[config.mk]
export PLATFORM = sky130hd
export DESIGN_NAME = hps_io
export DESIGN_NICKNAME = d
export VERILOG_FILES = /design/src/hps_io_pkg.sv /design/src/hps_io.sv /design/src/file_loader.sv /design/src/ps2_key_decoder.sv /design/src/host_setting_regs.sv /design/src/host_cmd_framer.sv
export SDC_FILE = /design/constraint.sdc
export NUM_CORES = 1
export LEC_CHECK = 0
export ABC_AREA = 1
export BUFFER_PORTS_ARGS = -buffer_cell sky130_fd_sc_hd__buf_2
export CELL_PAD_IN_SITES_DETAIL_PLACEMENT = 1
export CELL_PAD_IN_SITES_GLOBAL_PLACEMENT = 2
export CORE_MARGIN = 2
export CORE_UTILIZATION = 26
export CTS_CLUSTER_SIZE = 12
export DETAILED_ROUTE_END_ITERATION = 10
export PLACE_DENSITY = 0.66
export REMOVE_ABC_BUFFERS = 1
export SLEW_MARGIN = 20
export SYNTH_ARGS = -nofsm -noshare
export SYNTH_HDL_FRONTEND = slang
export SYNTH_SLANG_ARGS = --single-unit
[constraint.sdc]
create_clock -name clk_sys -period 6.8 [get_ports clk_sys]
set_input_delay 1.7 -clock clk_sys [delete_from_list [all_inputs] [get_ports clk_sys]]
set_output_delay 1.7 -clock clk_sys [all_outputs]
set_load 0.1 [all_outputs]
[src/hps_io_pkg.sv]
package hps_io_pkg;

	////////////////////////////////////////////////////////////
	// host channel geometry
	////////////////////////////////////////////////////////////

	localparam int word_w = 16;
	// argument word counter, saturates at all ones
	localparam int cnt_w = 4;

	// command channel opcodes (word 0 of an io_enable transfer)
	localparam logic [word_w-1:0] cmd_cfg        = 16'h0001;
	localparam logic [word_w-1:0] cmd_joy0       = 16'h0002;
	localparam logic [word_w-1:0] cmd_joy1       = 16'h0003;
	localparam logic [word_w-1:0] cmd_key        = 16'h0005;
	localparam logic [word_w-1:0] cmd_status     = 16'h001E;
	localparam logic [word_w-1:0] cmd_status_req = 16'h0029;

	// upper nibble of the status request reply
	localparam logic [3:0] req_tag = 4'hA;

	////////////////////////////////////////////////////////////
	// file channel
	////////////////////////////////////////////////////////////

	localparam logic [7:0] fio_tx     = 8'h53;
	localparam logic [7:0] fio_tx_dat = 8'h54;
	localparam logic [7:0] fio_index  = 8'h55;

	localparam int addr_w = 27;
	localparam int data_w = 8;

	////////////////////////////////////////////////////////////
	// ps/2 scan code handling
	////////////////////////////////////////////////////////////

	localparam logic [7:0] key_break = 8'hF0;
	localparam logic [7:0] key_ext   = 8'hE0;

	// whole byte sequences, newest byte in the low bits
	localparam logic [31:0] key_prnscr_make  = 32'hE012E07C;
	localparam logic [31:0] key_prnscr_break = 32'h7CE0F012;
	localparam logic [31:0] key_pause_make   = 32'hF014F077;

	// bit 9 set means pressed, release clears it
	localparam logic [9:0] key_prnscr_code = 10'h37C;
	localparam logic [9:0] key_pause_code  = 10'h377;

endpackage
[src/hps_io.sv]
`timescale 1ns/100ps

module hps_io (
	input  logic        clk_sys,
	input  logic        rst,

	// host side
	input  logic        io_enable,
	input  logic        io_strobe,
	input  logic [15:0] io_din,
	input  logic        fp_enable,
	output logic [15:0] io_dout,
	output logic        io_wait,

	// core settings
	output logic [1:0]  buttons,
	output logic        forced_scandoubler,
	output logic        direct_video,
	output logic [31:0] joystick_0,
	output logic [31:0] joystick_1,
	output logic [63:0] status,
	input  logic [63:0] status_in,
	input  logic        status_set,

	// keyboard events
	output logic [10:0] ps2_key,

	// download port
	output logic        ioctl_download,
	output logic [15:0] ioctl_index,
	output logic [26:0] ioctl_addr,
	output logic [7:0]  ioctl_dout,
	output logic        ioctl_wr,
	input  logic        ioctl_wait
);

	logic                        word_stb;
	logic [hps_io_pkg::cnt_w-1:0] word_idx;
	logic [15:0]                 word_data;
	logic [15:0]                 cmd;
	logic                        frame_end;

	// core stall goes straight back to the host
	assign io_wait = ioctl_wait;

	host_cmd_framer framer_i (
		.clk_sys   (clk_sys),
		.rst       (rst),
		.io_enable (io_enable),
		.io_strobe (io_strobe),
		.io_din    (io_din),
		.word_stb  (word_stb),
		.word_idx  (word_idx),
		.word_data (word_data),
		.cmd       (cmd),
		.frame_end (frame_end)
	);

	host_setting_regs regs_i (
		.clk_sys            (clk_sys),
		.rst                (rst),
		.io_enable          (io_enable),
		.word_stb           (word_stb),
		.word_idx           (word_idx),
		.word_data          (word_data),
		.cmd                (cmd),
		.status_in          (status_in),
		.status_set         (status_set),
		.io_dout            (io_dout),
		.buttons            (buttons),
		.forced_scandoubler (forced_scandoubler),
		.direct_video       (direct_video),
		.joystick_0         (joystick_0),
		.joystick_1         (joystick_1),
		.status             (status)
	);

	ps2_key_decoder key_i (
		.clk_sys   (clk_sys),
		.rst       (rst),
		.word_stb  (word_stb),
		.word_idx  (word_idx),
		.word_data (word_data),
		.cmd       (cmd),
		.frame_end (frame_end),
		.ps2_key   (ps2_key)
	);

	file_loader loader_i (
		.clk_sys        (clk_sys),
		.rst            (rst),
		.fp_enable      (fp_enable),
		.io_strobe      (io_strobe),
		.io_din         (io_din),
		.ioctl_download (ioctl_download),
		.ioctl_index    (ioctl_index),
		.ioctl_addr     (ioctl_addr),
		.ioctl_dout     (ioctl_dout),
		.ioctl_wr       (ioctl_wr)
	);

endmodule

[src/file_loader.sv]
`timescale 1ns/100ps

module file_loader (
	input  logic                          clk_sys,
	input  logic                          rst,
	input  logic                          fp_enable,
	input  logic                          io_strobe,
	input  logic [15:0]                   io_din,
	output logic                          ioctl_download,
	output logic [15:0]                   ioctl_index,
	output logic [hps_io_pkg::addr_w-1:0] ioctl_addr,
	output logic [hps_io_pkg::data_w-1:0] ioctl_dout,
	output logic                          ioctl_wr
);

	logic                          has_cmd;
	logic [15:0]                   cmd;
	// argument number within the transfer, sticks at 3
	logic [1:0]                    arg_cnt;
	// next write address
	logic [hps_io_pkg::addr_w-1:0] addr;
	logic                          wr_arm;

	////////////////////////////////////////////////////////////
	// control state
	////////////////////////////////////////////////////////////

	always_ff @(posedge clk_sys) begin
		if (rst) begin
			has_cmd        <= 1'b0;
			arg_cnt        <= '0;
			ioctl_download <= 1'b0;
			ioctl_index    <= '0;
			wr_arm         <= 1'b0;
			ioctl_wr       <= 1'b0;
		end else begin
			// write strobe trails the data strobe by two clocks
			ioctl_wr <= wr_arm;
			wr_arm   <= 1'b0;
			if (!fp_enable) begin
				has_cmd <= 1'b0;
			end else if (io_strobe) begin
				if (!has_cmd) begin
					has_cmd <= 1'b1;
					arg_cnt <= '0;
				end else begin
					if (arg_cnt != '1) begin
						arg_cnt <= arg_cnt + 1'b1;
					end
					case (cmd)
						{8'h00, hps_io_pkg::fio_index}: begin
							ioctl_index <= io_din;
						end
						{8'h00, hps_io_pkg::fio_tx}: begin
							if (arg_cnt == 2'd0) begin
								ioctl_download <= io_din[7:0] != 8'h00;
							end
						end
						{8'h00, hps_io_pkg::fio_tx_dat}: begin
							wr_arm <= ioctl_download;
						end
						default: ;
					endcase
				end
			end
		end
	end

	////////////////////////////////////////////////////////////
	// command, address and data path
	////////////////////////////////////////////////////////////

	always_ff @(posedge clk_sys) begin
		if (fp_enable && io_strobe) begin
			if (!has_cmd) begin
				cmd <= io_din;
			end else if (cmd == {8'h00, hps_io_pkg::fio_tx}) begin
				case (arg_cnt)
					2'd0: begin
						if (io_din[7:0] != 8'h00) begin
							addr <= '0;
						end else if (ioctl_download) begin
							// stop, leave the final address visible
							ioctl_addr <= addr;
						end
					end
					2'd1: begin
						ioctl_addr[15:0] <= io_din;
						addr[15:0]       <= io_din;
					end
					2'd2: begin
						ioctl_addr[hps_io_pkg::addr_w-1:16] <= io_din[hps_io_pkg::addr_w-17:0];
						addr[hps_io_pkg::addr_w-1:16]       <= io_din[hps_io_pkg::addr_w-17:0];
					end
					default: ;
				endcase
			end else if (cmd == {8'h00, hps_io_pkg::fio_tx_dat} && ioctl_download) begin
				ioctl_addr <= addr;
				ioctl_dout <= io_din[hps_io_pkg::data_w-1:0];
				addr       <= addr + 1'b1;
			end
		end
	end

	wr_single_a : assert property (
		@(posedge clk_sys) disable iff (rst)
		ioctl_wr |=> !ioctl_wr
	);

	wr_in_download_a : assert property (
		@(posedge clk_sys) disable iff (rst)
		ioctl_wr |-> ioctl_download
	);

endmodule

[src/ps2_key_decoder.sv]
`timescale 1ns/100ps

module ps2_key_decoder (
	input  logic                         clk_sys,
	input  logic                         rst,
	input  logic                         word_stb,
	input  logic [hps_io_pkg::cnt_w-1:0] word_idx,
	input  logic [15:0]                  word_data,
	input  logic [15:0]                  cmd,
	input  logic                         frame_end,
	output logic [10:0]                  ps2_key
);

	// last four bytes of the transfer, newest in [7:0]
	logic [31:0] key_raw;
	logic        skip;
	logic        pressed;
	logic        extended;
	logic        key_arg;

	assign key_arg = word_stb && word_idx != '0 && cmd == hps_io_pkg::cmd_key;

	assign pressed  = key_raw[15:8] != hps_io_pkg::key_break;
	assign extended = pressed ? (key_raw[15:8] == hps_io_pkg::key_ext)
	                          : (key_raw[23:16] == hps_io_pkg::key_ext);

	// byte collection
	always_ff @(posedge clk_sys) begin
		if (word_stb && word_idx == '0 && word_data == hps_io_pkg::cmd_key) begin
			key_raw <= '0;
		end else if (key_arg && !(&word_data[15:8]) && !skip) begin
			key_raw <= {key_raw[23:0], word_data[7:0]};
		end
	end

	always_ff @(posedge clk_sys) begin
		if (rst || frame_end) begin
			skip <= 1'b0;
		end else if (word_stb && word_idx == '0) begin
			skip <= 1'b0;
		end else if (key_arg && (&word_data[15:8])) begin
			// marker word, drop this whole transfer
			skip <= 1'b1;
		end
	end

	////////////////////////////////////////////////////////////
	// event build at end of transfer
	////////////////////////////////////////////////////////////

	always_ff @(posedge clk_sys) begin
		if (rst) begin
			ps2_key <= '0;
		end else if (frame_end && cmd == hps_io_pkg::cmd_key && !skip) begin
			ps2_key <= {~ps2_key[10], pressed, extended, key_raw[7:0]};
			// multi byte keys get a fixed code
			if (key_raw == hps_io_pkg::key_prnscr_make) begin
				ps2_key[9:0] <= hps_io_pkg::key_prnscr_code;
			end
			if (key_raw == hps_io_pkg::key_prnscr_break) begin
				ps2_key[9:0] <= {1'b0, hps_io_pkg::key_prnscr_code[8:0]};
			end
			if (key_raw == hps_io_pkg::key_pause_make) begin
				ps2_key[9:0] <= hps_io_pkg::key_pause_code;
			end
		end
	end

	// event toggle only follows the end of a transfer
	toggle_after_end_a : assert property (
		@(posedge clk_sys) disable iff (rst)
		$changed(ps2_key[10]) |-> $past(frame_end)
	);

endmodule

[src/host_setting_regs.sv]
`timescale 1ns/100ps

module host_setting_regs (
	input  logic                         clk_sys,
	input  logic                         rst,
	input  logic                         io_enable,
	input  logic                         word_stb,
	input  logic [hps_io_pkg::cnt_w-1:0] word_idx,
	input  logic [15:0]                  word_data,
	input  logic [15:0]                  cmd,
	input  logic [63:0]                  status_in,
	input  logic                         status_set,
	output logic [15:0]                  io_dout,
	output logic [1:0]                   buttons,
	output logic                         forced_scandoubler,
	output logic                         direct_video,
	output logic [31:0]                  joystick_0,
	output logic [31:0]                  joystick_1,
	output logic [63:0]                  status
);

	logic [15:0] cfg;

	// status request side
	logic        status_set_d;
	logic [3:0]  req_cnt;
	logic [63:0] status_req;

	// cfg bits not mapped here are handled outside the core
	assign buttons            = cfg[1:0];
	assign forced_scandoubler = cfg[4];
	assign direct_video       = cfg[10];

	////////////////////////////////////////////////////////////
	// settings written by the host
	////////////////////////////////////////////////////////////

	always_ff @(posedge clk_sys) begin
		if (rst) begin
			cfg        <= '0;
			joystick_0 <= '0;
			joystick_1 <= '0;
			status     <= '0;
		end else if (word_stb && word_idx != '0) begin
			case (cmd)
				hps_io_pkg::cmd_cfg: begin
					cfg <= word_data;
				end
				hps_io_pkg::cmd_joy0: begin
					if (word_idx == 4'd1) begin
						joystick_0[15:0] <= word_data;
					end else if (word_idx == 4'd2) begin
						joystick_0[31:16] <= word_data;
					end
				end
				hps_io_pkg::cmd_joy1: begin
					if (word_idx == 4'd1) begin
						joystick_1[15:0] <= word_data;
					end else if (word_idx == 4'd2) begin
						joystick_1[31:16] <= word_data;
					end
				end
				hps_io_pkg::cmd_status: begin
					// low slice first
					case (word_idx)
						4'd1: status[15:0]  <= word_data;
						4'd2: status[31:16] <= word_data;
						4'd3: status[47:32] <= word_data;
						4'd4: status[63:48] <= word_data;
						default: ;
					endcase
				end
				default: ;
			endcase
		end
	end

	////////////////////////////////////////////////////////////
	// status request capture
	////////////////////////////////////////////////////////////

	always_ff @(posedge clk_sys) begin
		if (rst) begin
			status_set_d <= 1'b0;
			req_cnt      <= '0;
		end else begin
			status_set_d <= status_set;
			if (status_set && !status_set_d) begin
				req_cnt <= req_cnt + 1'b1;
			end
		end
	end

	// status_in as seen at the latest request
	always_ff @(posedge clk_sys) begin
		if (status_set && !status_set_d) begin
			status_req <= status_in;
		end
	end

	////////////////////////////////////////////////////////////
	// read data back to the host
	////////////////////////////////////////////////////////////

	always_ff @(posedge clk_sys) begin
		if (rst || !io_enable) begin
			io_dout <= '0;
		end else if (word_stb) begin
			io_dout <= '0;
			if (word_idx == '0) begin
				// answer on the command word itself
				if (word_data == hps_io_pkg::cmd_status_req) begin
					io_dout <= {8'h00, hps_io_pkg::req_tag, req_cnt};
				end
			end else if (cmd == hps_io_pkg::cmd_status_req) begin
				case (word_idx)
					4'd1: io_dout <= status_req[15:0];
					4'd2: io_dout <= status_req[31:16];
					4'd3: io_dout <= status_req[47:32];
					4'd4: io_dout <= status_req[63:48];
					default: ;
				endcase
			end
		end
	end

endmodule

[src/host_cmd_framer.sv]
`timescale 1ns/100ps

module host_cmd_framer (
	input  logic                         clk_sys,
	input  logic                         rst,
	input  logic                         io_enable,
	input  logic                         io_strobe,
	input  logic [15:0]                  io_din,
	output logic                         word_stb,
	output logic [hps_io_pkg::cnt_w-1:0] word_idx,
	output logic [15:0]                  word_data,
	output logic [15:0]                  cmd,
	output logic                         frame_end
);

	// set by the first strobe so empty transfers give no frame_end
	logic in_xfer;

	assign word_stb  = io_enable & io_strobe;
	assign word_data = io_din;

	// first low cycle of io_enable after a transfer with words
	assign frame_end = in_xfer & ~io_enable;

	always_ff @(posedge clk_sys) begin
		if (rst) begin
			in_xfer  <= 1'b0;
			word_idx <= '0;
			cmd      <= '0;
		end else if (!io_enable) begin
			// back to waiting for a command word
			in_xfer  <= 1'b0;
			word_idx <= '0;
			cmd      <= '0;
		end else if (io_strobe) begin
			in_xfer <= 1'b1;
			if (word_idx == '0) begin
				cmd <= io_din;
			end
			// long transfers keep reporting the last index
			if (word_idx != '1) begin
				word_idx <= word_idx + 1'b1;
			end
		end
	end

	////////////////////////////////////////////////////////////
	// checks
	////////////////////////////////////////////////////////////

	// counter holds at its top value for the rest of the transfer
	idx_saturates_a : assert property (
		@(posedge clk_sys) disable iff (rst)
		(io_enable && word_idx == '1) |=> (word_idx == '1)
	);

endmodule

# == Yosys cells after proc, flatten, opt, wreduce, memory -nomap -nowiden ==
# Cells that the tools add are included.
# totals
ff_bits,389
word_cells,145
# op_classes
addsub,4
eq_ne,31
n_mux,21
n_bitwise,10
n_reduce_logical,48
# ops
operator,n
$mux 27,7
$eq 32x32->1 const B,2
$pmux 16 s2,2
$pmux 16 s4,1
$eq 16x7->1 const B,3
$pmux 11 s2,2
$eq 16x2->1 const B,2
$eq 16x3->1 const B,2
$eq 16x6->1 const B,2
$eq 32x31->1 const B,1
$mux 16,2
$mux 10,3
$add 27x1->27 const B,1
$reduce_and 3->1,7
$eq 16x1->1 const B,1
$eq 16x5->1 const B,1
$eq 8x8->1 const B,2
$reduce_and 4->1,4
$reduce_and 5->1,3
$logic_and 1x1->1,12
$reduce_and 6->1,2
$ne 3x2->1 const B,3
$add 4x1->4 const B,2
$eq 4x2->1 const B,2
25 further kinds,45

# == Depth between registers and ports, before layout ==
# Gate-level depths: netlist of run 1.
# depth
ltp_word,5
mapped_depth,12
mapped_depth_nobuf,10

# == Hierarchy ==
# Synthesis of run 1 repeated with hierarchy kept, for this count alone.
# unflattened
cells_unflattened,2169
hier_area_um2,17007.6
# by_module_without_submodules
module,n_inst,cells_each,area_per_inst_um2
host_setting_regs,1,1092,8943.6
file_loader,1,520,4647.0
ps2_key_decoder,1,430,2431.1
host_cmd_framer,1,126,978.4
hps_io,1,1,7.5

# == Worst setup path before layout of run 1 ==
# No wires, ideal clock.
# synth_timing
path_kind,input to register
start,input status_set
end,register regs_i.req_cnt[3]
setup_ps,78
arrival_time_ps,5279
setup_slack_ps,1443
cell_stages,6
path_buffers,0
path_cell_list,inv_1 > nor2_1 > nand2_1 > nor2_1 > a21oi_1 > nor3_1
# synth_via
elab_chain_len,1
# synth_lines
item,line_no,rtl
from (decl),hps_io.sv:23,"input logic status_set,"
$logic_and 1x1->1,host_setting_regs.sv:88,if (status_set && !status_set_d) begin
to (signal assigned),host_setting_regs.sv:89,req_cnt <= req_cnt + 1'b1;
to (decl),host_setting_regs.sv:26,logic [3:0] req_cnt;
# No other way between the ends.
# A chain may end at the register's enable or synchronous reset.

# == Worst setup path in the final report of run 1 ==
# layout_timing
start,input io_din[11]
end,register key_i.key_raw[7]
# layout_via
elab_chain_len,4
# layout_lines
item,line_no,rtl
from (decl),hps_io.sv:10,"input logic [15:0] io_din,"
$reduce_and 8->1,ps2_key_decoder.sv:31,end else if (key_arg && !(&word_data[15:8]) && !skip) begin
$logic_not 1->1,ps2_key_decoder.sv:31,
$logic_and 1x1->1 (2 in series),ps2_key_decoder.sv:31,
to (signal assigned),ps2_key_decoder.sv:32,"key_raw <= {key_raw[23:0], word_data[7:0]};"
to (decl),ps2_key_decoder.sv:15,logic [31:0] key_raw;
# Several ways; a longest one is shown, not always the timed one.

==> summary.txt, run 1 <==
Status
  – Run status: finished clean

Detailed routing
  – Final ANT Viol Nets: 0
  – Via density per instance: approximately 4.5
  – Residual DRC: 0
  – Met3 WL post-DR: 2.75 mm
  – Initial DRC count: 715
  – Detailed Routing Iterations Pass 1: 5
  – Top Layer Used: met4
  – WL met1: 25.6 mm
  – WL/cell: roughly 18 um
  – Drt total wl: 59.8 mm
  – Vias: 14.6k
  – WL met2: 29.9 mm

Setup path
  – Setup Crit Path Kind: input pin to register
  – Critical path arrival: between 4 and 5 ns
  – Critical path endpoint category: register
  – WP data required: 7.32 ns
  – Critical Path Source Type: input pin
  – CP max FO: 32

Yosys
  – Synth Register Bits: 382
  – Most common cell in the netlist: nand2_1
  – Cell Area, Synth: between 0.015 and 0.02 mm2
  – Synth area leaders: dfxtp_1 (29%), edfxtp_1 (26%), nand2_1 (11%)
  – Yosys warns: 0
  – Synth top area share: approximately 29%
  – Post-synth EDFFs: 142
  – Sequential element share of the synthesized area: between 50 and 60%
  – Gate Count Post-Synth: roughly 2.1k
  – Commonest cells post-synth: nand2_1 (500), nor2_1 (422), dfxtp_1 (240), inv_1 (225), edfxtp_1 (142)
  – Syn Area/Cell: 7.85 um2
  – Dominant cell type by area after synthesis: dfxtp_1
  – Top_reg_cell synth: dfxtp_1
  – Async set-reset flop share out of synthesis: 0%
  – Synth unique cells: 32

Final layout
  – Multi-input logic area: 0.00611 mm2
  – Layout cells sized above 1: 17.8%
  – FF/Latch Area: slightly above 0.009 mm2
  – P&R area growth vs syn: 22.8%
  – Fin nets: 2460
  – Fillers: 7702
  – Non-Filler Instances: 3249

Global routing
  – Pin count of the biggest net entering global routing: 69
  – Initial antenna violation count: 1
  – First-pass GRT wire length: slightly above 90 mm
  – GRT Total Usage: a little under a fifth
  – Vias in the first global route: 15.3k
  – Grt ovf: 0

Power and ir drop
  – P_leak: approximately 9 nW
  – Max VDD drop: between 200 and 250 uV
  – Power Dens Cells: 255 mW/mm2

Place
  – Gp weighted congestion: roughly 0.84
  – Final HPWL DP: 42.2 mm
  – Cells after DPL: 3160
  – DP Worst Slack: 2.40 ns
  – # port buffers: 297

Clock tree
  – Total CTS buffers: 47
  – Clock root buffer master: clkbuf_16
  – H-tree depth: 2
  – TritonCTS clock tree: built
  – CTS hold repair buffers: 0
  – TritonCTS Sinks: 382
  – Max clock buf depth: 3
  – Cts repair resizes: 0
  – Clock latency on the worst-skew pair: between 0.5 and 0.6 ns
  – Clk slew on worst S/H paths: 0.06 ns
  – Total setup buffers inserted after CTS: 0

Timing
  – Setup ws final: around 3 ns
  – Final period utilization: 55.8%
  – Hold_ws: 0.413 ns
  – Tmin final: 3.80 ns
  – Pins Over Slew Limit: 0
  – Final setup violation count: 0
  – Clock skew: 0.0264 ns
  – Setup TNS: 0 ns
  – Final Hold Fails: 0
  – Worst slew pin tran: 1.06 ns
  – RSZ-0062 raised after global routing: no
  – Fmax: 263 MHz
  – Slew margin rel.: 28.8%

Floorplan
  – CORE AREA: 0.0629 mm2
  – Row count: 92
  – # IOs: 300
  – Chip Width: about 260 um
  – Die height: between 200 and 300 um
  – DIE AREA: 0.0655 mm2
  – Initial core utilization: around a quarter

Job
  – Max-cap violations: 0

Hold path
  – Hold Path Class: register to register
worst paths after layout:
path / startpoint / endpoint / slack [ns] / cells after the start
worst min register to register: loader_i.wr_arm$_SDFF_PP0_ / loader_i.ioctl_wr$_SDFF_PP0_ / 0.41 / 2
worst max register to register: framer_i.word_idx[0]$_SDFFE_PP0P_ / regs_i.joystick_0[26]$_SDFFE_PP0P_ / 3.68 / 10
worst min-delay path: loader_i.wr_arm$_SDFF_PP0_ / loader_i.ioctl_wr$_SDFF_PP0_ / 0.41 / 2
worst max-delay path: io_din[11] / key_i.key_raw[7]$_SDFFE_PP0P_ / 3.00 / 9
worst max-delay path, cell delays in order:
cell and delay, ns:
buf_2 0.38, inv_1 0.21, nor3_1 0.22, nand2_1 0.16, nand2_1 0.15, clkinv_1 0.81, nand3_1 0.39, nand2_1 0.15
nor2_1 0.11
area by class of cell:
class	instances	area share, %
Sequential cell	382	44.8
Inverter	234	4.36
Multi-Input combinational cell	1384	30.2
Tap cell	846	5.23
Clock inverter	33	1.48
Timing Repair Buffer	314	7.97
Clock buffer	55	6.01
Antenna cell	1	0.0124
stage by stage:
step                      cell area [um2]  power [mW]  utilization (%)
after global routing                20200        5.35             32.2
after CTS                           20200        5.25             32.2
after global placement              18700        2.69             29.8
final                               20200        5.16             32.2
after detailed placement            18700        2.69             29.8
after floorplan                     16000        2.57                -
where the power goes:
group	internal [mW]	total, mW	switching (mW)
combinational	0.0485	0.217	0.169
sequential	2.41	2.42	0.0149
clock	1.47	2.52	1.05
total	3.92	5.16	1.23
logic make-up (layout without fill, tap and decap cells):
logic type	count (synthesis)	in the layout	synth area share, %
xor+xnor	9	9	0.478
compound gates	191	191	5.83
flops	382	382	55.0
fa+ha+maj	10	10	0.759
simple gates	1174	1174	29.8
buf+inv	336	636	8.19
other cells	0	1	0
cell usage in the layout, fill, tap and decap left out, drive strengths merged:
master	n
nor3b	2
a211oi	1
bufinv	5
inv	235
xnor2	2
xor2	7
edfxtp	142
clkbuf	55
nand2	506
o21ai	115
buf	314
nor2	432
o22ai	2
nor3	62
a21oi	73
nand4	54
ha	10
nand3	115
dfxtp	240
clkinv	25
clkinvlp	2
diode	1
nor4	3
metal layers:
layer,vias to the layer above,track usage (%)
li1,7218,-
met1,7032,21.7
met2,253,32.8
met3,90,3.78
met4,0,5.15
met5,-,0
state kept, by name, indices dropped and copies added, names as in the netlist, 4 cells and up:
name and cells:
regs_i.cfg 4, regs_i.req_cnt 4, regs_i.status_req 64, regs_i.io_dout 16, framer_i.cmd 16, key_i.ps2_key 11, key_i.key_raw 32, regs_i.joystick_0 32
loader_i.cmd 16, loader_i.ioctl_dout 8, regs_i.status 64, loader_i.addr 27, loader_i.ioctl_index 16, loader_i.ioctl_addr 27, framer_i.word_idx 4, regs_i.joystick_1 32
Note: power is estimated with default switching activity, not from simulation.
==> run 2, diff against run 1 <==
--- a/config.mk
+++ b/config.mk
@@ -13,7 +13,7 @@
 export CORE_UTILIZATION = 26
 export CTS_CLUSTER_SIZE = 12
 export DETAILED_ROUTE_END_ITERATION = 10
-export PLACE_DENSITY = 0.66
+export PLACE_DENSITY = 0.68
 export REMOVE_ABC_BUFFERS = 1
 export SLEW_MARGIN = 20
 export SYNTH_ARGS = -nofsm -noshare
==> constraint.sdc (replaced) <==
create_clock -name clk_sys -period 3.34 [get_ports clk_sys]
set_input_delay 0.835 -clock clk_sys [delete_from_list [all_inputs] [get_ports clk_sys]]
set_output_delay 0.835 -clock clk_sys [all_outputs]
set_load 0.1 [all_outputs]
==> run 2 against run 1 <==
Net effect: combinational power grew 120%; cell count increased by 1.0%; count of clock-buffer cells in the layout is 5 higher; utilization is 0.58 points higher; power rose by 110%; global-route usage grew 0.47 points; hold slack worse by 0.0032 ns.
==> summary.txt, run 2 (synthesized netlist as in run 1, its figures left out) <==
Power and ir drop
  – P_leak: 9.23 nW (was 9.03 nW)
  – Power Dens Cells: 523 mW/mm2 (was 255 mW/mm2)
  – Max VDD drop: 401 uV (was 200 uV)

Hold path
  – Min-Delay Path Depth: 1 (was 2)
  – Hold Path Class: input pin to register (was register to register)

Floorplan
  – CORE AREA: 0.0629 mm2 (unchanged)
  – Initial core utilization: 26.2% (unchanged)
  – DIE AREA: 0.0655 mm2 (unchanged)
  – # IOs: 300 (unchanged)
  – Chip Width: 256 um (unchanged)
  – Row count: 92 (unchanged)
  – Die height: 256 um (unchanged)

Timing
  – RSZ-0062 raised after global routing: no (unchanged)
  – Setup ws final: 0.670 ns (was 3.00 ns)
  – Fmax: 375 MHz
  – Final setup violation count: 0 (unchanged)
  – Final period utilization: approximately four fifths
  – Worst slew pin tran: 1.01 ns (was 1.06 ns)
  – Setup TNS: 0 ns (unchanged)
  – Slew margin rel.: 32.8% (was 28.8%)
  – Pins Over Slew Limit: 0 (unchanged)
  – Tmin final: 2.67 ns
  – Clock skew: 0.0342 ns (was 0.0264 ns)
  – Final Hold Fails: 0 (unchanged)
  – Hold_ws: 0.410 ns (was 0.413 ns)

Final layout
  – Most frequent cells in the layout: nand2_1 (500), nor2_1 (420), buf_2 (297) (was nand2_1 (500), nor2_1 (418), buf_2 (297))
  – Fin nets: 2494 (was 2460)
  – Design Area, Final: 0.0206 mm2 (was 0.0202 mm2)
  – Top flop regs: regs_i.status: 64 flops, regs_i.status_req: 64 flops (unchanged)
  – Layout cells sized above 1: 18.6% (was 17.8%)
  – Most common cell after layout, fill and taps aside: nand2_1 (unchanged)
  – P&R area growth vs syn: 25.0% (was 22.8%)

Global routing
  – Vias in the first global route: 15.2k (was 15.3k)
  – Pin count of the biggest net entering global routing: 69 (unchanged)
  – GRT Total Usage: 18.6% (was 18.2%)
  – Grt ovf: 0 (unchanged)
  – First-pass GRT wire length: 93.9 mm (was 91.8 mm)
  – Initial antenna violation count: 8 (was 1)

Clock tree
  – Max clock buf depth: 3 (unchanged)
  – H-tree depth: 2 (unchanged)
  – Total setup buffers inserted after CTS: 0 (unchanged)
  – TritonCTS Sinks: 382 (unchanged)
  – CTS hold repair buffers: 0 (unchanged)
  – Clock root buffer master: clkbuf_16 (unchanged)
  – TritonCTS clock tree: built (unchanged)
  – Total CTS buffers: 48 (was 47)
  – Cts repair resizes: 0 (unchanged)
  – Clk slew on worst S/H paths: 0.06 ns (about the same)
  – Clock latency on the worst-skew pair: 0.62 ns (was 0.59 ns)

Place
  – Gp weighted congestion: 0.844 (was 0.837)
  – Final HPWL DP: 44.7 mm (was 42.2 mm)
  – DP Worst Slack: 0.444 ns (was 2.40 ns)
  – Placed Instance Area: 0.0190 mm2 (was 0.0187 mm2)
  – # port buffers: 297 (unchanged)

Detailed routing
  – Final ANT Viol Nets: 0 (unchanged)
  – Top Layer Used: met5 (was met4)
  – Vias: 14.8k (was 14.6k)
  – WL/cell: 18.8 um (was 18.4 um)
  – WL met1: 26.3 mm (was 25.6 mm)
  – Via density per instance: 4.50 (was 4.49)
  – Initial DRC count: 608 (was 715)
  – Residual DRC: 0 (unchanged)
  – WL met2: 30.7 mm (was 29.9 mm)
  – Met3 WL post-DR: 3.09 mm (was 2.75 mm)
  – Drt total wl: 61.7 mm (was 59.8 mm)
  – Detailed Routing Iterations Pass 1: 4 (was 5)

Setup path
  – CP max FO: 18 (was 32)
  – Critical Path Source Type: register (was input pin)
  – FF-to-FF path depth: 10 (unchanged)
  – WP data required: 3.89 ns (was 7.32 ns)
  – Setup Crit Path Kind: register to register (was input pin to register)
  – Critical path endpoint category: register (unchanged)
  – Critical path arrival: 3.22 ns (was 4.32 ns)

Status
  – Run status: finished clean (unchanged)

Job
  – Max-cap violations: 0 (unchanged)
==> run 2: through the flow <==
step	instances	total power [mW]	util [%]
floorplan	2000	5.23	-
global placement	3193	5.51	30.2
detailed placement	3193	5.52	30.2
CTS	3282	11.0	32.8
global route	3283	11.2	32.8
finish	3283	10.8	32.8
==> run 2: per-layer routing <==
layer  vias to the layer above  GRT usage [%]
met2                       280           33.1
li1                       7292              -
met3                        99           4.28
met1                      7099           22.3
met4                         6           5.51
met5                         -              0
==> run 2: area by class of cell <==
class / instances / area, um2
tap: 846 / 1060
clock inverter: 29 / 325
multi-input combinational: 1384 / 6090
clock buffer: 60 / 1300
timing repair buffer: 347 / 1890
antenna: 1 / 2.50
fill: 7708 / 42200
inverter: 234 / 882
sequential: 382 / 9070
==> run 2: worst max-delay path, cell delays in order (launching register included) <==
cell and delay [ns]:
dfxtp_1 0.33, inv_1 0.13, ha_1 0.37, nand2_4 0.24, inv_2 0.32, nand2_2 0.11, nor2_4 0.14, nand2_1 0.37
inv_2 0.40, nor2_1 0.08, nor2_1 0.11
==> run 2: report_power, final <==
part	internal (mW)	switching [mW]	leakage [nW]
logic	0.122	0.359	5.19
clock network	3.17	2.20	0.787
registers	4.90	0.0305	3.26
total	8.19	2.59	9.23
==> run 2: final timing paths <==
kind / start / end / slack, ns
max reg2reg: framer_i.word_idx[0]$_SDFFE_PP0P_ / regs_i.joystick_0[24]$_SDFFE_PP0P_ / 0.67
max: framer_i.word_idx[0]$_SDFFE_PP0P_ / regs_i.joystick_0[24]$_SDFFE_PP0P_ / 0.67
min: status_in[21] / regs_i.status_req[21]$_DFFE_PP_ / 0.41
min reg2reg: loader_i.wr_arm$_SDFF_PP0_ / loader_i.ioctl_wr$_SDFF_PP0_ / 0.41
